==> config.mk <==
export PLATFORM = sky130hd
export DESIGN_NAME = row_write_ctrl
export DESIGN_NICKNAME = d
export VERILOG_FILES = /design/src/rowbuf_pkg.sv /design/src/row_write_ctrl.sv
export SDC_FILE = /design/constraint.sdc
export NUM_CORES = 1
export LEC_CHECK = 0
export BUFFER_PORTS_ARGS = -buffer_cell sky130_fd_sc_hd__buf_2
export CORE_AREA = 2 2 151 153
export CTS_CLUSTER_DIAMETER = 150
export DETAILED_ROUTE_END_ITERATION = 12
export DIE_AREA = 0 0 153 155
export SLEW_MARGIN = 15
export SYNTH_ARGS = -nofsm -noshare
export SYNTH_HDL_FRONTEND = slang
export SYNTH_SLANG_ARGS = --single-unit
==> constraint.sdc <==
create_clock -name clk -period 3.4 [get_ports clk]
set_input_delay 0.51 -clock clk [delete_from_list [all_inputs] [get_ports clk]]
set_output_delay 0.51 -clock clk [all_outputs]
set_load 0.03 [all_outputs]
==> src/rowbuf_pkg.sv <==
package rowbuf_pkg;

    //////////////////////////////
    // widths and latencies
    //////////////////////////////

    localparam int PIXEL_WIDTH      = 16;
    localparam int ROW_BUF_DEPTH    = 512;
    localparam int ROW_ADDR_WIDTH   = $clog2(ROW_BUF_DEPTH);
    // top address bit picks the row half
    localparam int COL_WIDTH        = ROW_ADDR_WIDTH - 1;

    // accept register plus two RAM stages
    localparam int READ_LATENCY     = 3;
    localparam int ROW_MATRIC_DELAY = 3;

    // 3x3 window walks five steps, counting 0 to 4
    localparam int WINDOW_CYCLES    = 5;

    //////////////////////////////
    // vector types
    //////////////////////////////

    typedef logic [PIXEL_WIDTH-1:0]              pixel_t;
    typedef logic [COL_WIDTH-1:0]                col_t;
    typedef logic [ROW_ADDR_WIDTH-1:0]           row_addr_t;
    typedef logic [1:0]                          prime_row_t;
    typedef logic [1:0]                          gray_t;
    typedef logic [$clog2(WINDOW_CYCLES)-1:0]    cycle_cnt_t;

    // controller states, one-hot
    typedef enum logic [5:0] {
        ST_IDLE          = 6'b000001,
        ST_PRIME_BUFFER  = 6'b000010,
        ST_WAIT_PFB_LOAD = 6'b000100,
        ST_ACTIVE        = 6'b001000,
        ST_WAIT_JOB_DONE = 6'b010000,
        ST_SEND_COMPLETE = 6'b100000
    } awe_state_t;

    //////////////////////////////
    // grouped signals
    //////////////////////////////

    // sequence word, parity at the top
    typedef struct packed {
        logic                 parity;
        logic                 half;
        col_t                 even_col;
        logic [COL_WIDTH-2:0] odd_col_hi;
        logic                 odd_col_lo;
    } pix_seq_t;

    typedef struct packed {
        pixel_t odd;
        pixel_t even;
    } pixel_pair_t;

    typedef struct packed {
        logic      en;
        row_addr_t addr;
        pixel_t    data;
    } ram_write_t;

    typedef struct packed {
        logic      en;
        row_addr_t even_addr;
        row_addr_t odd_addr;
    } ram_read_t;

endpackage

==> src/row_write_ctrl.sv <==
`timescale 1ns/1ps

module row_write_ctrl (
    input  logic                   clk,
    input  logic                   rst,
    input  rowbuf_pkg::awe_state_t state,
    input  rowbuf_pkg::gray_t      gray_code,
    input  rowbuf_pkg::col_t       num_input_cols,
    input  logic                   pfb_rden,
    input  rowbuf_pkg::prime_row_t input_row,
    input  rowbuf_pkg::col_t       input_col,
    input  rowbuf_pkg::pixel_t     pixel_datain,
    input  logic                   row_matric,
    input  logic                   last_kernel,
    input  logic                   move_one_row_down,
    input  rowbuf_pkg::col_t       row_matric_addr,
    output rowbuf_pkg::ram_write_t wr_even,
    output rowbuf_pkg::ram_write_t wr_odd
);

    typedef struct packed {
        logic               valid;
        rowbuf_pkg::col_t   col;
        rowbuf_pkg::pixel_t data;
    } matric_req_t;

    localparam int LAST = rowbuf_pkg::ROW_MATRIC_DELAY - 1;

    matric_req_t            matric_pipe [rowbuf_pkg::ROW_MATRIC_DELAY];
    logic                   prime_ok;
    logic                   matric_ok;
    logic                   pipe_busy;
    rowbuf_pkg::ram_write_t nxt_even;
    rowbuf_pkg::ram_write_t nxt_odd;

    assign prime_ok  = (state == rowbuf_pkg::ST_PRIME_BUFFER) && pfb_rden
                       && (input_col <= num_input_cols);
    assign matric_ok = row_matric && (last_kernel || move_one_row_down)
                       && (row_matric_addr <= num_input_cols);

    //////////////////////////////
    // matriculation delay line
    //////////////////////////////

    // pixel travels with its request
    always_ff @(posedge clk) begin
        if (rst) begin
            for (int i = 0; i < rowbuf_pkg::ROW_MATRIC_DELAY; i++) begin
                matric_pipe[i].valid <= 1'b0;
            end
        end else begin
            matric_pipe[0] <= '{valid: matric_ok, col: row_matric_addr, data: pixel_datain};
            for (int i = 1; i < rowbuf_pkg::ROW_MATRIC_DELAY; i++) begin
                matric_pipe[i] <= matric_pipe[i-1];
            end
        end
    end

    always_comb begin
        pipe_busy = 1'b0;
        for (int i = 0; i < rowbuf_pkg::ROW_MATRIC_DELAY; i++) begin
            pipe_busy = pipe_busy | matric_pipe[i].valid;
        end
    end

    //////////////////////////////
    // write steering
    //////////////////////////////

    always_comb begin
        nxt_even = '{en: 1'b0, addr: {1'b0, input_col}, data: pixel_datain};
        nxt_odd  = '{en: 1'b0, addr: {1'b0, input_col}, data: pixel_datain};

        // priming: row 0 to both lower halves, rows 1 and 2 to upper halves
        if (prime_ok) begin
            case (input_row)
                2'd0: begin
                    nxt_even.en = 1'b1;
                    nxt_odd.en  = 1'b1;
                end
                2'd1: begin
                    nxt_odd.en   = 1'b1;
                    nxt_odd.addr = {1'b1, input_col};
                end
                2'd2: begin
                    nxt_even.en   = 1'b1;
                    nxt_even.addr = {1'b1, input_col};
                end
                default: begin
                end
            endcase
        end

        // incoming row overrides priming on the same RAM
        if (matric_pipe[LAST].valid) begin
            if (^gray_code) begin
                nxt_even = '{en: 1'b1, addr: {gray_code[1], matric_pipe[LAST].col},
                             data: matric_pipe[LAST].data};
            end else begin
                nxt_odd  = '{en: 1'b1, addr: {gray_code[0], matric_pipe[LAST].col},
                             data: matric_pipe[LAST].data};
            end
        end
    end

    always_ff @(posedge clk) begin
        if (rst) begin
            wr_even.en <= 1'b0;
            wr_odd.en  <= 1'b0;
        end else begin
            wr_even <= nxt_even;
            wr_odd  <= nxt_odd;
        end
    end

    // idle with nothing in flight must leave the buffer alone
    a_idle_no_write : assert property (
        @(posedge clk) disable iff (rst)
        (state == rowbuf_pkg::ST_IDLE && !pipe_busy) |=> (!wr_even.en && !wr_odd.en)
    ) else $error("row buffer written while idle");

endmodule

==> results of run 1 <==
synthesized netlist by cell type (all sizes together) (3+ instances only):
library cell	n	area (sq um)
edfxtp	122	3660
nor2b	75	469
mux2	48	612
ha	16	200
inv	11	41.3
a21oi	7	35.0
clkbuf	7	26.3
buf	5	48.8
dfxtp	5	100
nand2	5	33.8
o21ai	5	25.0
nand4	4	25.0
nor2	3	11.3
worst max-delay path, cell delays in order:
cell and delay (ps):
buf_2 130, xor2_2 240, inv_1 110, nand2_4 350
mux2_2 400
routing by layer:
layer / up-vias / GRT usage [%] / part of all wire (%)
li1: 1448 / - / -
met1: 1498 / 12.0 / 46
met2: 72 / 15.3 / 48
met3: 14 / 2.95 / 3.9
met4: 0 / 4.54 / 1.9
met5: - / 0 / 0
cells by family after synthesis:
kind of cell,after synthesis
AOI/OAI and AO/OA,18
and+or+nand+nor,96
buffers and inverters,23
muxes,49
DFF,127
xor gates and xnor gates,1
adders and majority gates,16
state kept, by name (all words and copies together) (netlist names):
name         cells
wr_even         26
matric_pipe     75
wr_odd          26
layout make-up:
class	count	area (sq um)	share of cell area [%]
sequential	127	3760	54.5
multi-input combinational	180	1560	22.5
timing repair buffer	109	563	8.16
clock buffer	17	425	6.17
clock inverter	15	191	2.77
inverter	11	45.0	0.653
tap	285	357	5.17
worst max path at each step:
stage | startpoint | end | slack (ps)
6_report | gray_code[0] | wr_odd[13]$_DFFE_PN_ | 1800
3_3_place_gp | gray_code[0] | wr_odd[16]$_DFFE_PN_ | 1380
5_1_grt | gray_code[0] | wr_odd[13]$_DFFE_PN_ | 1730
3_5_place_dp | gray_code[0] | wr_odd[13]$_DFFE_PN_ | 1370
2_1_floorplan | rst | matric_pipe[0][0]$_DFFE_PN_ | 290
4_1_cts | gray_code[0] | wr_odd[13]$_DFFE_PN_ | 1820
metrics by stage:
step | power [mW] | utilization [%] | hold WS (ps) | instances | instance area, sq um
after global placement | 2.20 | 28.3 | 459 | 712 | 6280
after CTS | 4.17 | 31.0 | 389 | 744 | 6900
after floorplan | 2.10 | - | 414 | 330 | 5440
after global routing | 4.26 | 31.0 | 414 | 744 | 6900
after detailed placement | 2.22 | 28.3 | 451 | 712 | 6280
final | 4.10 | 31.0 | 398 | 744 | 6900
power by group:
part | switching, mW | total (mW) | leakage (nW) | internal (mW)
Clock | 0.698 | 1.92 | 0.295 | 1.22
Sequential | 0.0249 | 1.85 | 1.26 | 1.83
Combinational | 0.202 | 0.332 | 1.17 | 0.130
Total | 0.924 | 4.10 | 2.72 | 3.18
==> flow_summary.ini, run 1 <==
[floorplan]
start_util_pct = 24.5
ios = 108
coreArea_sq_um = 22200
die_h_um = 155
die_w_um = 153
dieArea_sq_um = 23700
row_count = 55

[min_path]
worstHoldPathType = input pin to register
hold_end = matric_pipe[0][24]$_SDFF_PP0_
hold_path_depth = 3
hp-start = row_matric

[grt]
grt_use_total_pct = 9.62
grt_pass1_wl_um = 17500
grt_overflow = 0
first_global_vias = 3238
antenna_found_initial = 0
grt_max_degree = 124

[synthesis]
yosysSeqAreaShare_pct = 69.2
synth_area_sq_um = 5440
async_reset_ff_share_pct = 0
synth_xor_area_share_pct = 0.299
synth-main-ff-cell = edfxtp_1
synth_seq_cells = 127
synthCells = 330
synthMuxAreaShare_pct = 11.4
ys.warnings.count = 0
avgSynthCellArea_sq_um = 16.5
synth_compound_area_share_pct = 1.91
synth_fa_ha_area_share_pct = 3.68
ys_types = 30
synth_top_family_by_area = multiplexers
synth_fp_nets = 402
yosys.area_share.simple_pct = 11.3
synth_edf_count = 122

[power]
vdd_ir_drop_max_mv = 0.295
p_leak_nw = 2.72
powerDensity_nw_per_um2 = 595

[timing]
min_period_ps = 1600
worst_slack_ps = 1800
min_period_over_period_pct = 47.0
rsz0062_at_grt = no
clock.fmax_ghz = 0.626
skew_ps = 9.33
setup_tns_ps = 0
setup_viol = 0
relSlewSlack_pct = 45.0
drv_slew = 0
hold_viol_final = 0
worst_slew_pin_slew_ps = 824

[setup_path]
worstReg2RegStart = matric_pipe[0][74]$_SDFF_PP0_
cp.arrival_ps = 1760
cp_max_fo = 25
critPathRequiredTime_ps = 3560
ff2ff_path_depth = 2
crit_path_start_kind = input pin
r2r-end = wr_even[16]$_DFFE_PN_
crit_type = input pin to register
cp-end-kind = register
r2r_setup_slack_ps = 1860

[clocking]
numCtsBuffers = 17
cts-htree-levels = 4
worstSkewPairLatency_ps = 410
clk_pin_slew_worst_paths_ps = 60
postCtsSetupBuffers = 0
ctsResizeCount = 0
cts-root-buf = clkbuf_16
ctsHoldBuffers = 0
clk_path_buf_depth = 2
cts_tree = done
clock_sinks = 127

[finish]
diodes = 0
layout-drive-gt1-share_pct = 41.4
n_fill_cell = 2220
layout.nets = 518
layout_common_cells = 122 x edfxtp_1, 107 x buf_2, 75 x nor2b_1
area_growth_pct = 27.0
layout_commonest_cell = edfxtp_1

[placed_design]
port_buffers = 107
routabilityCongestion = 0.875
dp_hpwl_um = 6830
pre_cts_slack_ps = 1370

[route]
drc = 0
antenna_left = 0
drt_iter0_drc = 129
dr_total_vias = 3032
via_per_inst = 4.08
postRouteWirelength_um = 11000
dr.pass1.iters = 4
wl_per_cell_um = 14.8

[job]
max_cap_viol_count = 0

[status]
status = finished clean
Note: power is estimated with default switching activity, not from simulation.
==> run 2, diff against run 1 <==
--- a/config.mk
+++ b/config.mk
@@ -5,6 +5,7 @@
 export SDC_FILE = /design/constraint.sdc
 export NUM_CORES = 1
 export LEC_CHECK = 0
+export ABC_AREA = 1
 export BUFFER_PORTS_ARGS = -buffer_cell sky130_fd_sc_hd__buf_2
 export CORE_AREA = 2 2 151 153
 export CTS_CLUSTER_DIAMETER = 150
==> constraint.sdc (replaced) <==
create_clock -name clk -period 1.36 [get_ports clk]
set_input_delay 0.204 -clock clk [delete_from_list [all_inputs] [get_ports clk]]
set_output_delay 0.204 -clock clk [all_outputs]
set_load 0.03 [all_outputs]
==> flow_summary.ini, run 2 <==
[synthesis]
synth_compound_area_share_pct = 6.43
synth_area_sq_um = 5450
synth_edf_count = 122
yosys.area_share.simple_pct = 11.3
synth_seq_cells = 127
yosysSeqAreaShare_pct = 69.1
synth_xor_area_share_pct = 0
synth_area_leader_cell = edfxtp_1
ys.warnings.count = 0
synth_top_family_by_area = simple AND/OR/NAND/NOR gates
synthMuxAreaShare_pct = 0.184
avgSynthCellArea_sq_um = 11.3
ys_types = 25
synthCells = 484
synth-main-ff-cell = edfxtp_1
async_reset_ff_share_pct = 0
netlist.area_leader.share_pct = 67.2
yosys-top-cells-count = 122 x edfxtp_1, 103 x nor2_1, 101 x inv_1
yosysMostFrequentCell = edfxtp_1
yosys-top-cells-area = edfxtp_1 67%, nor2_1 7.1%, inv_1 7.0%
synth_fa_ha_area_share_pct = 3.67
synth_fp_nets = 556

[setup_path]
critPathRequiredTime_ps = 1520
crit_type = register to register
cp.arrival_ps = 1440
r2r-end = wr_even[5]$_DFFE_PN_
worstReg2RegStart = matric_pipe[0][74]$_SDFF_PP0_
cp_max_fo = 7
crit_start = matric_pipe[0][74]$_SDFF_PP0_
critical_path.endpoint = wr_even[5]$_DFFE_PN_
slowest_stage = dfxtp_2
ff2ff_path_depth = 6
r2r_setup_slack_ps = 80
slowest_delay_ps = 320
crit_path_start_kind = register
path_cells = inv_2, a21oi_2, nand2_4, clkbuf_16, nor2_1, a21oi_1
cp.depth = 6
critPathTopFamily = flip-flops
cp_num_buf_inv = 2
cp-end-kind = register

[finish]
n_fill_cell = 2297
layout.nets = 690
layout_common_cells = 122 x edfxtp_1, 107 x buf_2, 102 x nor2_1
largest_register_ffs = 75
layout_commonest_cell = edfxtp_1
reg_top3 = matric_pipe: 75 flops, wr_even: 26 flops, wr_odd: 26 flops
multi_input_area_sq_um = 1190
seq_area_sq_um = 3760
diodes = 0
area_growth_pct = 31.7
largest-register = matric_pipe
layout-drive-gt1-share_pct = 27.9

[clocking]
cts-htree-levels = 4
numCtsBuffers = 17
cts-root-buf = clkbuf_16
worstSkewPairLatency_ps = 420
clk_pin_slew_worst_paths_ps = 60
ctsHoldBuffers = 0
clk_path_buf_depth = 2
clock_sinks = 127
cts_tree = done

[min_path]
worstHoldPathType = input pin to register

[route]
wl_met3_um = 576
dr_total_vias = 3583
antenna_left = 0
via_per_inst = 3.91
wl_per_cell_um = 12.8
route.met2.wl_um = 5780
drc = 0
met1Wirelength_um = 5170
highest_layer = met5
postRouteWirelength_um = 11700
dr.pass1.iters = 4
drt_iter0_drc = 176

[placed_design]
dp_hpwl_um = 7470
routabilityCongestion = 0.835
port_buffers = 107
pre_cts_slack_ps = -155

[timing]
worst_slack_ps = 82.6
hold_viol_final = 0
setup_viol = 0
hold_ws_ps = 98.1
skew_ps = 16.1
min_period_ps = 1280
clock.fmax_ghz = 0.783
drv_slew = 0
worst_slew_pin_slew_ps = 344
min_period_over_period_pct = 93.9
rsz0062_at_grt = no
relSlewSlack_pct = 77.1

[power]
switchingPower_mw = 2.25
powerDensity_nw_per_um2 = 1390
vdd_ir_drop_max_mv = 0.709
power_frac_clock_pct = 45.1
p_int_mw = 7.74
combPwrFrac_pct = 8.5
switching_share_pct = 22.5
seqPwrFrac_pct = 46.3
p_leak_nw = 3.18

[floorplan]
row_count = 55
coreArea_sq_um = 22200
die_w_um = 153
dieArea_sq_um = 23700
die_h_um = 155
ios = 108
start_util_pct = 24.5

[grt]
grt_pass1_wl_um = 17600
grt_use_total_pct = 9.62
grt_max_degree = 77
grt_overflow = 0
antenna_found_initial = 1
first_global_vias = 3445

[job]
max_cap_viol_count = 0

[status]
status = finished clean
[run 2: stage by stage]
stage / setup TNS (ps) / cell area, sq um / total power, mW / util [%] / cells
after floorplan: -141120 / 5460 / 5.24 / - / 484
after global placement: -388 / 6480 / 5.55 / 29.2 / 880
after detailed placement: -400 / 6480 / 5.57 / 29.2 / 880
after CTS: 0 / 7060 / 10.1 / 31.8 / 912
after global routing: 0 / 7180 / 10.4 / 32.3 / 916
final: 0 / 7180 / 10.0 / 32.3 / 916
[run 2: per-layer routing]
metal | track usage (%) | vias up
met2 | 16.1 | 71
met3 | 3.57 | 13
met1 | 11.3 | 1655
li1 | - | 1842
met5 | 0 | -
met4 | 3.79 | 2
[run 2: timing repair]
action                     in CTS  in global routing
gates resized for setup         0                  5
setup endpoints to repair       0                  9
setup buffers                   0                  0
[run 2: worst min-delay path by stage]
stage                                   from                             to  slack [ps]  cells past startpoint
2_1_floorplan                     row_matric  matric_pipe[0][24]$_SDFF_PP0_         350                      2
3_3_place_gp   matric_pipe[0][49]$_SDFF_PP0_  matric_pipe[0][74]$_SDFF_PP0_         390                      2
3_5_place_dp   matric_pipe[0][49]$_SDFF_PP0_  matric_pipe[0][74]$_SDFF_PP0_         400                      2
4_1_cts                     pixel_datain[14]   matric_pipe[0][14]$_DFFE_PN_          80                      3
5_1_grt                   row_matric_addr[5]   matric_pipe[0][21]$_DFFE_PN_         100                      3
6_report                          row_matric  matric_pipe[0][24]$_SDFF_PP0_         100                      3
[run 2: final cells by class]
cell class	instances	area share (%)
clock buffer	22	6.19
tap	285	4.97
timing repair buffer	134	12.5
multi-input combinational	236	16.6
clock inverter	10	1.94
sequential	127	52.5
inverter	102	5.39
[run 2: cell families (layout without fill, tap and decap cells)]
family | Yosys count | after routing
buf+inv | 121 | 268
simple gates | 155 | 155
fa+ha+maj | 16 | 16
mux | 1 | 1
flops | 127 | 127
compound gates | 64 | 64
[run 2: worst reg2reg max path, delay by kind of cell (launching register included)]
family | cells | cell delay [ps]
buffers and inverters | 2 | 270
AOI/OAI and AO/OA | 2 | 180
and+or+nand+nor | 2 | 250
DFF | 1 | 320
[run 2: power by group through the flow]
stage          sequential, mW  combinational, mW  clock [mW]
2_1_floorplan            4.89              0.348           0
3_3_place_gp             4.71              0.845           0
3_5_place_dp             4.71              0.859           0
4_1_cts                  4.63              0.862        4.62
5_1_grt                  4.66              0.965        4.76
6_report                 4.63              0.854        4.51
==> run 3, diff against run 2 <==
--- a/config.mk
+++ b/config.mk
@@ -11,6 +11,7 @@
 export CTS_CLUSTER_DIAMETER = 150
 export DETAILED_ROUTE_END_ITERATION = 12
 export DIE_AREA = 0 0 153 155
+export PLACE_DENSITY = 0.53
 export SLEW_MARGIN = 15
 export SYNTH_ARGS = -nofsm -noshare
 export SYNTH_HDL_FRONTEND = slang
==> flow_summary.ini, run 3 (synthesis gave the netlist of run 2 again) <==
[floorplan]
ios = 108
coreArea_sq_um = 22200
row_count = 55
die_h_um = 155
die_w_um = 153
start_util_pct = 24.5
dieArea_sq_um = 23700

[setup_path]
path_cells = inv_1, a21oi_2, nand2_2, buf_12, nor2_1, a21oi_1
slowest_delay_ps = 320
critPathRequiredTime_ps = 1520
slowest_stage = dfxtp_1
crit_type = register to register
r2r-end = wr_even[7]$_DFFE_PN_
cp.arrival_ps = 1390
ff2ff_path_depth = 6
crit_path_start_kind = register
worstReg2RegStart = matric_pipe[0][74]$_SDFF_PP0_
cp_max_fo = 30
r2r_setup_slack_ps = 130
cp-end-kind = register

[clocking]
ctsHoldBuffers = 0
cts_tree = done
clk_pin_slew_worst_paths_ps = 60
cts-root-buf = clkbuf_16
cts-htree-levels = 4
numCtsBuffers = 17
clock_sinks = 127
clk_path_buf_depth = 2
worstSkewPairLatency_ps = 410

[finish]
layout_common_cells = 122 x edfxtp_1, 107 x buf_2, 103 x nor2_1
largest-register = matric_pipe
diodes = 0
largest_register_ffs = 75
n_fill_cell = 2264
layout-drive-gt1-share_pct = 27.8
layout.nets = 686
multi_input_area_sq_um = 1180
area_growth_pct = 29.3
seq_area_sq_um = 3760
reg_top3 = matric_pipe: 75 flops, wr_even: 26 flops, wr_odd: 26 flops
layout_commonest_cell = edfxtp_1
layout.cells.non_filler = 912

[min_path]
hold_end = matric_pipe[0][24]$_SDFF_PP0_
worstHoldPathType = input pin to register
hold_path_depth = 3
hp-start = row_matric

[timing]
min_period_ps = 1230
relSlewSlack_pct = 73.2
min_period_over_period_pct = 90.7
setup_tns_ps = 0
rsz0062_at_grt = no
hold_viol_final = 0
clock.fmax_ghz = 0.810
worst_slew_pin_slew_ps = 402
setup_viol = 0
drv_slew = 0
skew_ps = 5.63

[placed_design]
dp_cells = 879
port_buffers = 107
routabilityCongestion = 0.769
dp_hpwl_um = 7560

[route]
postRouteWirelength_um = 11000
dr_total_vias = 3554
wl_per_cell_um = 12.1
met1Wirelength_um = 5040
highest_layer = met4
via_per_inst = 3.90
antenna_left = 0
dr.pass1.iters = 4
drt_iter0_drc = 154
route.met2.wl_um = 5410
wl_met3_um = 442
drc = 0

[grt]
grt_overflow = 0
grt_max_degree = 77
grt_use_total_pct = 9.66
first_global_vias = 3372
antenna_found_initial = 1
grt_pass1_wl_um = 17500

[status]
status = finished clean

[power]
p_leak_nw = 3.10
powerDensity_nw_per_um2 = 1370
vdd_ir_drop_max_mv = 0.707

[job]
max_cap_viol_count = 0
-- run 3: cell types whose count changed in the layout (fill, tap and decap cells not counted), sizes merged --
cell,before,now
bufinv,3,1
clkbuf,26,17
clkinv,7,8
clkinvlp,1,6
inv,101,102
-- run 3: how the worst max path moves through the flow --
stage | from | end | slack [ps]
2_1_floorplan | rst | matric_pipe[0][0]$_DFFE_PN_ | -1150
3_3_place_gp | input_col[7] | wr_even[25]$_SDFF_PP0_ | -170
4_1_cts | matric_pipe[0][74]$_SDFF_PP0_ | wr_even[7]$_DFFE_PN_ | 50
3_5_place_dp | input_col[7] | wr_even[25]$_SDFF_PP0_ | -190
5_1_grt | matric_pipe[0][74]$_SDFF_PP0_ | wr_even[18]$_DFFE_PN_ | 30
6_report | matric_pipe[0][74]$_SDFF_PP0_ | wr_even[7]$_DFFE_PN_ | 130
-- run 3: per-stage QoR --
stage	util (%)	setup WS, ps	hold slack [ps]	total power, mW	area, sq um
after floorplan	-	-1150	353	5.24	5460
after global placement	29.2	-172	405	5.55	6490
after detailed placement	29.2	-189	408	5.57	6490
after CTS	31.6	46.7	37.6	9.84	7030
after global routing	31.7	34.7	46.1	10.1	7050
final	31.7	126	58.7	9.67	7050
-- run 3: what timing repair did --
action / in CTS / in global routing
setup buffers: 0 / 1
gates resized for setup: 0 / 1
setup endpoints to repair: 0 / 9
-- run 3: routing by layer --
| metal | global-route usage (%) | vias up |
|---|---|---|
| met5 | 0 | - |
| met4 | 3.31 | 0 |
| met3 | 3.26 | 9 |
| met2 | 16.3 | 65 |
| met1 | 11.6 | 1651 |
| li1 | - | 1829 |
-- run 3: critical path, delay by kind of cell (launching register included) --
kind	cells	cell delay, ps
AO/OA/AOI/OAI	2	170
AND/OR/NAND/NOR	2	210
flip-flops	1	320
buffers and inverters	2	260
-- run 3: final cells by class --
class	count	area share [%]
multi-input combinational	236	16.8
inverter	102	5.49
tap	285	5.06
sequential	127	53.4
clock buffer	17	6.04
clock inverter	15	1.74
timing repair buffer	130	11.5
-- run 3: where the power goes --
part           internal [mW]  leakage, nW  total [mW]  switching (mW)
Combinational          0.292         1.59       0.839           0.547
Clock                   2.49        0.258        4.21            1.71
Sequential              4.56         1.26        4.63          0.0651
