`src/rowbuf_pkg.sv`:
```
package rowbuf_pkg;

    //////////////////////////////
    // widths and latencies
    //////////////////////////////

    localparam int PIXEL_WIDTH      = 16;
    localparam int ROW_BUF_DEPTH    = 512;
    localparam int ROW_ADDR_WIDTH   = $clog2(ROW_BUF_DEPTH);
    // top address bit picks the row half
    localparam int COL_WIDTH        = ROW_ADDR_WIDTH - 1;

    // accept register plus two RAM stages
    localparam int READ_LATENCY     = 3;
    localparam int ROW_MATRIC_DELAY = 3;

    // 3x3 window walks five steps, counting 0 to 4
    localparam int WINDOW_CYCLES    = 5;

    //////////////////////////////
    // vector types
    //////////////////////////////

    typedef logic [PIXEL_WIDTH-1:0]              pixel_t;
    typedef logic [COL_WIDTH-1:0]                col_t;
    typedef logic [ROW_ADDR_WIDTH-1:0]           row_addr_t;
    typedef logic [1:0]                          prime_row_t;
    typedef logic [1:0]                          gray_t;
    typedef logic [$clog2(WINDOW_CYCLES)-1:0]    cycle_cnt_t;

    // controller states, one-hot
    typedef enum logic [5:0] {
        ST_IDLE          = 6'b000001,
        ST_PRIME_BUFFER  = 6'b000010,
        ST_WAIT_PFB_LOAD = 6'b000100,
        ST_ACTIVE        = 6'b001000,
        ST_WAIT_JOB_DONE = 6'b010000,
        ST_SEND_COMPLETE = 6'b100000
    } awe_state_t;

    //////////////////////////////
    // grouped signals
    //////////////////////////////

    // sequence word, parity at the top
    typedef struct packed {
        logic                 parity;
        logic                 half;
        col_t                 even_col;
        logic [COL_WIDTH-2:0] odd_col_hi;
        logic                 odd_col_lo;
    } pix_seq_t;

    typedef struct packed {
        pixel_t odd;
        pixel_t even;
    } pixel_pair_t;

    typedef struct packed {
        logic      en;
        row_addr_t addr;
        pixel_t    data;
    } ram_write_t;

    typedef struct packed {
        logic      en;
        row_addr_t even_addr;
        row_addr_t odd_addr;
    } ram_read_t;

endpackage

```
`src/window_read_ctrl.sv`:
```
`timescale 1ns/1ps

module window_read_ctrl (
    input  logic                    clk,
    input  logic                    rst,
    input  rowbuf_pkg::awe_state_t  state,
    input  rowbuf_pkg::gray_t       gray_code,
    input  logic                    execute,
    input  logic                    move_one_row_down,
    input  rowbuf_pkg::pix_seq_t    pix_seq_datain,
    input  rowbuf_pkg::pixel_pair_t bank_dout,
    output rowbuf_pkg::ram_read_t   rd,
    output rowbuf_pkg::pixel_pair_t pixel_dataout,
    output logic                    pixel_valid,
    output rowbuf_pkg::cycle_cnt_t  cycle_counter
);

    localparam int LAT = rowbuf_pkg::READ_LATENCY;

    logic                  accept;
    rowbuf_pkg::row_addr_t even_addr;
    rowbuf_pkg::row_addr_t odd_addr;
    logic                  rd_en_q;
    rowbuf_pkg::row_addr_t even_addr_q;
    rowbuf_pkg::row_addr_t odd_addr_q;
    logic [LAT-1:0]        valid_sr;
    logic [LAT-1:0]        step_sr;
    logic                  step;

    //////////////////////////////
    // sequence word decode
    //////////////////////////////

    assign accept = (state == rowbuf_pkg::ST_ACTIVE) && execute;

    // half select rotated by the gray code
    assign even_addr = {pix_seq_datain.half ^ gray_code[1], pix_seq_datain.even_col};
    assign odd_addr  = {pix_seq_datain.half ^ gray_code[0], pix_seq_datain.odd_col_hi,
                        pix_seq_datain.odd_col_lo | pix_seq_datain.parity};

    always_ff @(posedge clk) begin
        if (rst) begin
            rd_en_q <= 1'b0;
        end else begin
            rd_en_q <= accept;
        end
    end

    always_ff @(posedge clk) begin
        if (accept) begin
            even_addr_q <= even_addr;
            odd_addr_q  <= odd_addr;
        end
    end

    assign rd = '{en: rd_en_q, even_addr: even_addr_q, odd_addr: odd_addr_q};

    //////////////////////////////
    // valid, step and counter
    //////////////////////////////

    // flags line up with data leaving the bank
    always_ff @(posedge clk) begin
        if (rst) begin
            valid_sr <= '0;
            step_sr  <= '0;
        end else begin
            valid_sr <= {valid_sr[LAT-2:0], accept & ~move_one_row_down};
            step_sr  <= {step_sr[LAT-2:0], accept & move_one_row_down};
        end
    end

    assign pixel_valid   = valid_sr[LAT-1];
    assign step          = step_sr[LAT-1];
    assign pixel_dataout = bank_dout;

    // window step count, cleared on any gap
    always_ff @(posedge clk) begin
        if (rst) begin
            cycle_counter <= '0;
        end else if (pixel_valid || step) begin
            if (cycle_counter == rowbuf_pkg::cycle_cnt_t'(rowbuf_pkg::WINDOW_CYCLES - 1)) begin
                cycle_counter <= '0;
            end else begin
                cycle_counter <= cycle_counter + rowbuf_pkg::cycle_cnt_t'(1);
            end
        end else begin
            cycle_counter <= '0;
        end
    end

    a_valid_step_excl : assert property (
        @(posedge clk) disable iff (rst) !(pixel_valid && step)
    ) else $error("pixel_valid and step pulse high together");

    a_counter_range : assert property (
        @(posedge clk) disable iff (rst)
        cycle_counter <= rowbuf_pkg::cycle_cnt_t'(rowbuf_pkg::WINDOW_CYCLES - 1)
    ) else $error("cycle_counter out of range: %0d", cycle_counter);

endmodule

```
`config.mk`:
```
export PLATFORM = sky130hd
export DESIGN_NAME = window_read_ctrl
export DESIGN_NICKNAME = d
export VERILOG_FILES = /design/src/rowbuf_pkg.sv /design/src/window_read_ctrl.sv
export SDC_FILE = /design/constraint.sdc
export NUM_CORES = 1
export LEC_CHECK = 0
export BUFFER_PORTS_ARGS = -buffer_cell sky130_fd_sc_hd__buf_4
export CAP_MARGIN = 20
export CELL_PAD_IN_SITES_DETAIL_PLACEMENT = 1
export CELL_PAD_IN_SITES_GLOBAL_PLACEMENT = 2
export CORE_ASPECT_RATIO = 0.8
export CORE_MARGIN = 10
export CORE_UTILIZATION = 17
export DETAILED_ROUTE_END_ITERATION = 10
export HOLD_SLACK_MARGIN = 0.05
export PLACE_DENSITY = 0.72
export SYNTH_ARGS = -nofsm -noshare
export SYNTH_HDL_FRONTEND = slang
export SYNTH_SLANG_ARGS = --single-unit
```
`constraint.sdc`:
```
create_clock -name clk -period 2.6 [get_ports clk]
set_input_delay 0.26 -clock clk [delete_from_list [all_inputs] [get_ports clk]]
set_output_delay 0.26 -clock clk [all_outputs]
set_load 0.1 [all_outputs]
```
==> Implementation_results.wiki, run 1 <==
{| class="wikitable"
! Metric !! Value
|-
| Post-CTS setup buffer count || 0
|-
| Reg clk slew, reported paths || around 90 ps
|-
| Outcome || finished, final reports clean
|-
| Launch point of the worst path || cycle_counter[0]
|-
| Count of final setup violators || 0
|-
| Highest Clock Rate || between 0.7 and 0.8 GHz
|-
| Final number of hold-violating endpoints || 0
|-
| Seq/Total Area, Yosys || 0.632
|-
| Most frequent cells in the layout || buf_4, edfxtp_1, dfxtp_1
|-
| Most common library cell in the layout ignoring fill and taps || buf_4
|-
| Fraction of final layout cells sized beyond drive strength 1 || 0.564
|-
| CTS tree || yes
|-
| Worst rel slew slack || 0.788
|-
| Number of design rule violations left after detail routing || 0
|-
| Total power after layout || between 0.7 and 0.8 mW
|-
| Unrepaired setup endpoints after global routing || false
|-
| Via count || around 660
|-
| Clock Latency Late Sink || 270 ps
|-
| Max capacitance violation total || 0
|-
| Final period utilization || 0.506
|-
| Starting density of the core || 0.179
|-
| Kind of launch point of the worst setup path || flip-flop
|-
| Diode count || 0
|-
| Post-synthesis instance total || between 80 and 90
|-
| Number of vias per cell after detailed routing || 3.38
|-
| R2r startpoint || cycle_counter[0]
|-
| Required time at the endpoint of the critical path || between 2000 and 3000 ps
|-
| Drt wl/cell || 12.6 µm
|-
| Post-Synthesis Cell Area || approximately 1200 µm²
|-
| Net switching component of the power || between 0.15 and 0.2 mW
|-
| Maximum number of pins on one net before global-route repair || 19
|-
| Die W || roughly 110 µm
|-
| # port buffers || 52
|-
| Worst clock skew || roughly 3.4 ps
|-
| List of cells traversed by the critical path || inv_1 -> ha_1 -> or3b_2 -> a21oi_1
|-
| Count of instances resized after the clock tree is built || 0
|-
| Netlist cell types || 18
|-
| Yosys synthesis warning count || 0
|-
| Final Routed Wirelength || between 2 and 2.5 mm
|-
| Post-route setup slack || 1280 ps
|-
| FF+latch count, synth || 28
|-
| Worst-path fanout max || 4
|-
| Hold_sp || move_one_row_down
|-
| Area taken by multi-input logic gates || 184 µm²
|-
| Hold buffers post-CTS || 0
|-
| Placer Congestion || 0.666
|-
| CP max-delay cell || or3b_2
|-
| Wire length of the first global-routing pass || around 3.9 mm
|-
| Data arrival time of the worst path || between 1500 and 2000 ps
|-
| FILL cells || ~740
|-
| Fin crit period || about 1300 ps
|-
| Place WS || between 1000 and 1500 ps
|-
| Pleak || around 0.6 nW
|-
| Initial antenna violation count || 0
|-
| Seq. cell area || 741 µm²
|-
| Total gr overflow || 0
|-
| Final TNS setup || 0 ps
|-
| Power share of the combinational group || 0.078
|-
| Cell chosen for the clock root || clkbuf_8
|-
| Crit path capture type || flip-flop
|-
| Number of global-route vias before repair || just over 700
|-
| Avg Synthesized Cell Area || approximately 14 µm²
|-
| Delay contributed by the slowest stage of the critical path || 460 ps
|-
| Power per cell area || around 520 nW/µm²
|-
| Internal power || 0.614 mW
|-
| Worst ir drop on vdd || ~0.00015 V
|-
| Sequential share of power || 0.615
|-
| Share of total power in the clock network || 0.306
|-
| H-tree depth || 1
|-
| Net Sw Frac || 0.205
|-
| Hold Crit Class || input pin to flip-flop
|-
| Synth Net Count || 150
|-
| Die outline height || 94.3 µm
|-
| Maximum root-to-sink buffer count || 2
|-
| Category of the most critical setup path || flip-flop to flip-flop
|-
| Full die area || 10600 µm²
|-
| Ports || 117
|-
| Global routing usage summed across all routing layers || 0.0461
|-
| Area added between synthesis and finish || 26.9%
|-
| Iteration-0 DRC count of the detailed router || 6
|-
| Number of buffers created by CTS || 3
|-
| Number of nets in the layout || around 180
|-
| Final slew viol count || 0
|-
| Number of rows in the core area || 26
|-
| Core Area || ~6500 µm²
|-
| Tightest Pin Transition || roughly 320 ps
|-
| Total number of clock tree sinks || 28
|-
| Pre-Repair DR Iteration Count || 3
|-
| Detailed Place HPWL || between 2 and 2.5 mm
|-
| ANT nets after route || 0
|}
==> state kept, by name, summed over array words and instances, names as in the netlist <==
register and cells:
cycle_counter 3, valid_sr 3, step_sr 3, rd_en_q 1, odd_addr_q 9, even_addr_q 9
==> cells in the mapped netlist <==
library cell,instances,area [µm²]
a211oi_1,2,15.0
a21oi_1,1,5.00
buf_4,33,248
dfxtp_1,10,200
edfxtp_1,18,541
ha_1,2,25.0
inv_1,4,15.0
nand2b_1,1,6.26
nand4bb_1,1,11.3
nor2_1,1,3.75
nor2b_1,4,25.0
nor3_2,2,20.0
nor4_1,1,6.26
o21bai_1,1,7.51
or2_2,1,6.26
or3b_2,1,8.76
or4_4,1,11.3
xor2_1,2,17.5
==> worst max-delay path: cells and delay by family, from the launching register on <==
kind                       cells  cell delay (ps)
buffers and inverters          1               60
DFF                            1              400
AOI/OAI and AO/OA              1              120
and+or+nand+nor                1              460
adders and majority gates      1              220
==> worst paths after layout <==
check                                        end  slack (ps)  depth (start not counted)
worst max-delay path            cycle_counter[2]        1280                          4
worst min-delay path                 valid_sr[0]         140                          2
worst max register to register  cycle_counter[2]        1280                          4
worst min register to register        step_sr[2]         450                          1
==> through the flow <==
step / utilization / instance area (µm²) / hold WS (ps) / cells
finish: 0.228 / 1490 / 144 / 194
global route: 0.228 / 1490 / 132 / 194
CTS: 0.228 / 1490 / 136 / 194
detailed placement: 0.221 / 1440 / 428 / 190
global placement: 0.221 / 1440 / 422 / 190
floorplan: - / 1180 / 329 / 86
==> layer usage <==
layer	share of wire	GRT usage	vias to the layer above	wire, µm
li1	-	-	304	-
met2	0.50	0.0761	42	1230
met4	0.018	0.0253	0	44
met1	0.36	0.0449	305	888
met5	0	0	-	0
met3	0.12	0.0268	4	294
==> kinds of logic (layout without fill, tap and decap cells) <==
kind of cell / Yosys count / after routing / synth area share
buffers and inverters: 37 / 61 / 0.224
flip-flops: 28 / 28 / 0.632
AND/OR/NAND/NOR: 13 / 13 / 0.0843
AO/OA/AOI/OAI: 4 / 4 / 0.0235
adder cells (fa/ha/maj): 2 / 2 / 0.0213
XOR/XNOR: 2 / 2 / 0.0149
==> cell type report <==
class | instances | share of cell area
Clock buffer | 3 | 0.0278
Clock inverter | 1 | 0.00252
Inverter | 4 | 0.0101
Multi-Input combinational cell | 21 | 0.124
Sequential cell | 28 | 0.498
Tap cell | 84 | 0.0706
Timing Repair Buffer | 53 | 0.267
==> power groups by stage <==
stage | sequential [mW] | clock (mW) | combinational (mW)
2_1_floorplan | 0.498 | 0 | 0.239
3_3_place_gp | 0.485 | 0 | 0.0601
3_5_place_dp | 0.485 | 0 | 0.0618
4_1_cts | 0.475 | 0.252 | 0.0619
5_1_grt | 0.475 | 0.275 | 0.0655
6_report | 0.475 | 0.237 | 0.0606
No activity file was read; power rests on OpenSTA's default activity.
==> run 2: changes to the inputs <==
clock period = 1.2 ns   (was 2.6 ns; I/O delays follow)
==> run 2 against run 1 <==
Register-to-register slack lost 1200 ps. Count of clock-buffer cells in the layout is 1 higher. Sequential share of layout area decreased by 6.2 points. Global-route usage up 0.63 points. Sequential power rose by 110%. Critical path type is now input pin to flip-flop. Critical endpoint is now valid_sr[0]. Largest power group unchanged.
==> Implementation_results.wiki, run 2 (synthesis results as in run 1) <==
{| class="wikitable"
! Metric !! Value
|-
| Die W || 113 µm (unchanged)
|-
| Met1 track demand over resource || 0.0599 (+0.0150)
|-
| Core Area || 6540 µm² (unchanged)
|-
| Ports || 117 (unchanged)
|-
| Most frequent cells in the layout || buf_4, edfxtp_1, dlygate4sd3_1
|-
| H-tree depth || 1 (unchanged)
|-
| Highest Clock Rate || roughly 0.85 GHz
|-
| FILL cells || 703 (-4.5%)
|-
| Starting density of the core || 0.179 (unchanged)
|-
| Final Util || 0.263 (+0.0360)
|-
| R2r startpoint || cycle_counter[0]
|-
| Pre-Repair DR Iteration Count || 4 (+1)
|-
| Biggest regs || even_addr_q: 9 flops, odd_addr_q: 9 flops
|-
| Required time at the endpoint of the critical path || 1400 ps (-1410 ps)
|-
| CTS tree || yes
|-
| Full die area || 10600 µm² (unchanged)
|-
| Wire length of the first global-routing pass || 4.43 mm (+15%)
|-
| Final period utilization || 0.980
|-
| Maximum root-to-sink buffer count || 2 (unchanged)
|-
| Worst ir drop on vdd || 0.000373 V (+140%)
|-
| Detailed Place HPWL || 2.37 mm (+16%)
|-
| Pleak || 0.676 nW (+15%)
|-
| Global routing usage summed across all routing layers || 0.0524 (+0.00634)
|-
| ANT nets after route || 0 (unchanged)
|-
| FF-to-FF End || cycle_counter[2]
|-
| Fraction of final layout cells sized beyond drive strength 1 || 0.563 (-0.00114)
|-
| Final slew viol count || 0 (unchanged)
|-
| Outcome || finished, final reports clean
|-
| Met2 demand-to-capacity share in global routing || 0.0829 (+0.00670)
|-
| Seq. cell area || 751 µm² (+1.4%)
|-
| Iteration-0 DRC count of the detailed router || 8 (+2)
|-
| Drt wl/cell || 13.3 µm (+5.1%)
|-
| Area added between synthesis and finish || 47.0%
|-
| Kind of launch point of the worst setup path || input pin
|-
| Most common library cell in the layout ignoring fill and taps || buf_4
|-
| Maximum number of pins on one net before global-route repair || 19 (unchanged)
|-
| Diode count || 0 (unchanged)
|-
| Count of final setup violators || 0 (unchanged)
|-
| Worst-path fanout max || 6 (+2)
|-
| Crit path capture type || flip-flop
|-
| Clock Latency Late Sink || 260 ps (about the same)
|-
| Number of cells on the worst reg-to-reg path || 3 (-1)
|-
| Number of rows in the core area || 26 (unchanged)
|-
| Final Routed Wirelength || 2.82 mm (+15%)
|-
| Unrepaired setup endpoints after global routing || false
|-
| Power per cell area || 996 nW/µm² (+92%)
|-
| Die outline height || 94.3 µm (unchanged)
|-
| Worst rel slew slack || 0.756 (-0.0321)
|-
| Tightest Pin Transition || 365 ps (+49.1 ps)
|-
| Final number of hold-violating endpoints || 0 (unchanged)
|-
| Area taken by multi-input logic gates || 219 µm² (+19%)
|-
| Hold_sp || pix_seq_datain[0]
|-
| Count of cells along the worst hold path || 2 (unchanged)
|-
| # port buffers || 52 (unchanged)
|-
| Via count || 720 (+9.9%)
|-
| Number of nets in the layout || 193 (+10%)
|-
| Number of global-route vias before repair || 847 (+18%)
|-
| Launch point of the worst path || rst
|-
| Cell chosen for the clock root || clkbuf_8
|-
| Reg clk slew, reported paths || 90 ps (about the same)
|-
| Max capacitance violation total || 0 (unchanged)
|-
| Hold path endpoint || odd_addr_q[0]
|-
| Total number of clock tree sinks || 28 (unchanged)
|-
| Internal reg-to-reg setup slack || 50 ps (-1230 ps)
|-
| Number of buffers created by CTS || 3 (unchanged)
|-
| Fraction of met3 tracks used by global routing || 0.0345 (+0.00766)
|-
| Fin crit period || between 1000 and 1500 ps
|-
| Initial antenna violation count || 0 (unchanged)
|-
| Number of vias per cell after detailed routing || 3.40 (+0.59%)
|-
| Final Instance Count excl. Fillers || 212 (+9.3%)
|-
| Routing layer with the top usage in global route || met2
|-
| Data arrival time of the worst path || 1380 ps (-150 ps)
|-
| Hold Crit Class || input pin to flip-flop
|-
| Total gr overflow || 0 (unchanged)
|-
| Category of the most critical setup path || input pin to flip-flop
|-
| Worst clock skew || 0.719 ps (-2.67 ps)
|-
| Placed cell count || 191 (+0.53%)
|-
| Number of design rule violations left after detail routing || 0 (unchanged)
|-
| Placer Congestion || 0.639 (-4.1%)
|}
-- run 2: what timing repair did --
| item | 4_1_cts | 5_1_grt |
|---|---|---|
| buffers inserted | 0 | 0 |
| endpoints found under the hold margin | 17 | 0 |
| hold buffers | 17 | 0 |
| endpoints found under the setup margin | 0 | 1 |
| resized for setup | 0 | 1 |
-- run 2: worst max-delay path, stage by stage --
cell,delay (ps)
dlygate4sd3_1,540
buf_4,160
or4_4,440
nor3_2,110
-- run 2: metrics by stage --
stage               hold WS (ps)  setup TNS, ps  area [µm²]  power (mW)  setup slack, ps
detailed placement           241           -881        1500        1.19            -50.2
finish                       110              0        1720        1.72             23.9
CTS                         95.6              0        1720        1.76             16.8
floorplan                    184          -5200        1230        1.60             -283
global placement             241           -546        1500        1.19            -31.5
global route                 102              0        1720        1.82             10.9
-- run 2: routing by layer --
layer,up-vias,share of wire
met4,0,0.0021
met5,-,0
li1,340,-
met1,339,0.41
met3,4,0.13
met2,37,0.47
-- run 2: worst max-delay path by stage --
stage / slack, ps / to
2_1_floorplan: -280 / even_addr_q[0]
3_3_place_gp: -30 / even_addr_q[1]
3_5_place_dp: -50 / even_addr_q[6]
6_report: 20 / valid_sr[0]
5_1_grt: 10 / cycle_counter[2]
4_1_cts: 20 / valid_sr[0]
-- run 2: power breakdown --
part | internal (mW) | switching [mW]
Sequential | 1.02 | 0.00140
Clock | 0.237 | 0.270
Combinational | 0.113 | 0.0712
Total | 1.37 | 0.343
-- run 2: cell type report --
cell class / instances / share of cell area
inverter: 4 / 0.00871
tap: 84 / 0.0610
clock buffer: 4 / 0.0261
timing repair buffer: 71 / 0.341
sequential: 28 / 0.436
multi-input combinational: 21 / 0.127
==> run 3: changes to the inputs <==
CELL_PAD_IN_SITES_DETAIL_PLACEMENT = default   (was 1)
CELL_PAD_IN_SITES_GLOBAL_PLACEMENT = default   (was 2)
CORE_UTILIZATION = 32   (was 17)
GPL_TIMING_DRIVEN = 0   (was default)
PLACE_DENSITY = 0.73   (was 0.72)
==> run 3 against run 2 <==
Count of clock-buffer cells in the layout unchanged. Clock power increased by 12%. Final cell count increased by 11%. Non-clock buffer count increased by 65. Register-to-register slack about the same. Worst setup slack improved by 14 ps. Sequential power about the same. Power increased by 38%. Fmax increased by 1.2%. Critical path depth unchanged. Sequential share of layout area decreased by 9.0 points. First-iteration DRC count increased to 3.4 times the previous value. Highest routed layer unchanged.
==> Implementation_results.wiki, run 3 (synthesis results as in run 1) <==
{| class="wikitable"
! Metric !! Value
|-
| Outcome || finished, final reports clean
|-
| Hold Slack || 112 ps (+1.63 ps)
|-
| FILL cells || 303 (-57%)
|-
| Metal3 WL || 518 µm (+45%)
|-
| Iteration-0 DRC count of the detailed router || 27 (+19)
|-
| Met1 wire length || 1.13 mm (-1.1%)
|-
| Worst-path fanout max || 6 (unchanged)
|-
| Total number of clock tree sinks || 28 (unchanged)
|-
| Required time at the endpoint of the critical path || 1400 ps (about the same)
|-
| Unrepaired setup endpoints after global routing || false
|-
| Fraction of final layout cells sized beyond drive strength 1 || 0.720 (+0.158)
|-
| Hold Crit Class || input pin to flip-flop
|-
| List of cells traversed by the critical path || dlygate4sd3_1 -> buf_4 -> or4_4 -> nor3_2
|-
| Pleak || 0.993 nW (+47%)
|-
| Final period utilization || 0.969 (-0.0114)
|-
| Final Instance Count excl. Fillers || 236 (+11%)
|-
| Crit path capture type || flip-flop
|-
| Core Area || 3470 µm² (-47%)
|-
| Total gr overflow || 0 (unchanged)
|-
| Pre-Repair DR Iteration Count || 3 (-1)
|-
| Number of buffers created by CTS || 3 (unchanged)
|-
| Delay contributed by the slowest stage of the critical path || 540 ps (about the same)
|-
| H-tree depth || 1 (unchanged)
|-
| Number of design rule violations left after detail routing || 0 (unchanged)
|-
| Clock Latency Late Sink || 270 ps (about the same)
|-
| Most frequent cells in the layout || buf_4, edfxtp_1, dlygate4sd3_1
|-
| R2r startpoint || cycle_counter[0]
|-
| Most common library cell in the layout ignoring fill and taps || buf_4
|-
| Count of final setup violators || 0 (unchanged)
|-
| Number of rows in the core area || 19 (-27%)
|-
| Drt wl/cell || 15.8 µm (+19%)
|-
| Hold_sp || pix_seq_datain[0]
|-
| Final Routed Wirelength || 3.72 mm (+32%)
|-
| Data arrival time of the worst path || 1360 ps (-20 ps)
|-
| Category of the most critical setup path || input pin to flip-flop
|-
| Reg clk slew, reported paths || 90 ps (about the same)
|-
| Detailed Place HPWL || 3.02 mm (+27%)
|-
| CP max-delay cell || dlygate4sd3_1
|-
| Wire length of the first global-routing pass || 5.46 mm (+23%)
|-
| ANT nets after route || 0 (unchanged)
|-
| Worst ir drop on vdd || 0.000702 V (+88%)
|-
| Worst clock skew || 1.89 ps (+1.17 ps)
|-
| Delay-heaviest family, CP || buffers and inverters
|-
| Fin crit period || 1160 ps (-13.7 ps)
|-
| Number of vias per cell after detailed routing || 4.25 (+25%)
|-
| Top layer used by detailed routing || met4
|-
| Global routing usage summed across all routing layers || 0.104 (+0.0517)
|-
| Cell chosen for the clock root || clkbuf_8
|-
| Die outline height || 74.1 µm (-21%)
|-
| # port buffers || 84 (+62%)
|-
| Placer Congestion || 0.694 (+8.5%)
|-
| Maximum root-to-sink buffer count || 2 (unchanged)
|-
| FF-to-FF End || cycle_counter[2]
|-
| Biggest regs || even_addr_q: 9 flops, odd_addr_q: 9 flops
|-
| Number of global-route vias before repair || 1209 (+43%)
|-
| Max capacitance violation total || 0 (unchanged)
|-
| Maximum number of pins on one net before global-route repair || 16 (-3)
|-
| CTS tree || yes
|-
| Hold path endpoint || odd_addr_q[0]
|-
| Final slew viol count || 0 (unchanged)
|-
| Count of cells along the worst hold path || 2 (unchanged)
|-
| Number of cells on the worst reg-to-reg path || 3 (unchanged)
|-
| Ports || 117 (unchanged)
|-
| Worst rel slew slack || 0.790 (+0.0335)
|-
| Via count || 1002 (+39%)
|-
| Highest Clock Rate || 0.860 GHz (+1.2%)
|-
| Internal reg-to-reg setup slack || 50 ps (about the same)
|-
| Tightest Pin Transition || 315 ps (-50.2 ps)
|-
| Routed wire length on met2 || 2.01 mm (+53%)
|-
| Placed cell count || 212 (+11%)
|-
| Final number of hold-violating endpoints || 0 (unchanged)
|-
| Power per cell area || 1090 nW/µm² (+9.3%)
|-
| Kind of launch point of the worst setup path || input pin
|-
| Crit path buffers/inverters || 2 (unchanged)
|-
| Area added between synthesis and finish || 85.4%
|-
| Starting density of the core || 0.338 (+0.158)
|-
| Number of nets in the layout || 258 (+34%)
|-
| Initial antenna violation count || 1 (+1)
|-
| Die W || 87.7 µm (-22%)
|-
| Full die area || 6500 µm² (-39%)
|}
run 3: changes by cell type in the layout (fill, tap and decap cells not counted):
cell / delta
ha_2: +1
clkbuf_1: -1
clkbuf_8: +1
diode_2: +1
ha_1: -1
buf_4: +65
run 3: power by group:
group,internal (mW),switching (mW)
registers,1.02,0.00115
clock network,0.293,0.275
logic,0.247,0.527
run 3: how the worst max path moves through the flow:
stage	startpoint	end	depth (start not counted)
after floorplan	state[4]	even_addr_q[0]	2
after global placement	state[4]	even_addr_q[0]	3
after detailed placement	state[4]	even_addr_q[3]	3
after CTS	cycle_counter[0]	cycle_counter[2]	3
after global routing	rst	rd_en_q	4
final	rst	step_sr[0]	4
run 3: repair_timing:
item / CTS / global route
pin swaps: 1 / 0
endpoints found under the hold margin: 20 / 0
setup endpoints to repair: 19 / 1
resized for setup: 1 / 1
setup buffers: 2 / 0
hold buffers: 17 / 0
run 3: final cells by class:
class	instances	area, µm²	share of cell area
flip-flops and latches	28	751	0.345
diodes	1	2.50	0.00115
multi-input cells	21	221	0.102
inverters	4	15.0	0.00691
well taps	42	52.6	0.0242
clock buffers	4	55.1	0.0253
repair buffers	103	828	0.381
plain buffers	33	248	0.114
run 3: metrics by stage:
step,worst slack (ps),setup TNS (ps),area (µm²),power [mW],utilization
after floorplan,-283,-5200,1230,1.60,-
after detailed placement,-626,-11250,1910,1.78,0.551
after global placement,-574,-10320,1910,1.77,0.551
after global routing,5.10,0,2170,2.45,0.626
final,37.6,0,2170,2.37,0.626
after CTS,12.0,0,2170,2.39,0.625
run 3: metal layers:
layer,GRT usage,up-vias
li1,-,470
met1,0.0869,456
met2,0.202,72
met3,0.0611,4
met4,0.0300,0
met5,0,-
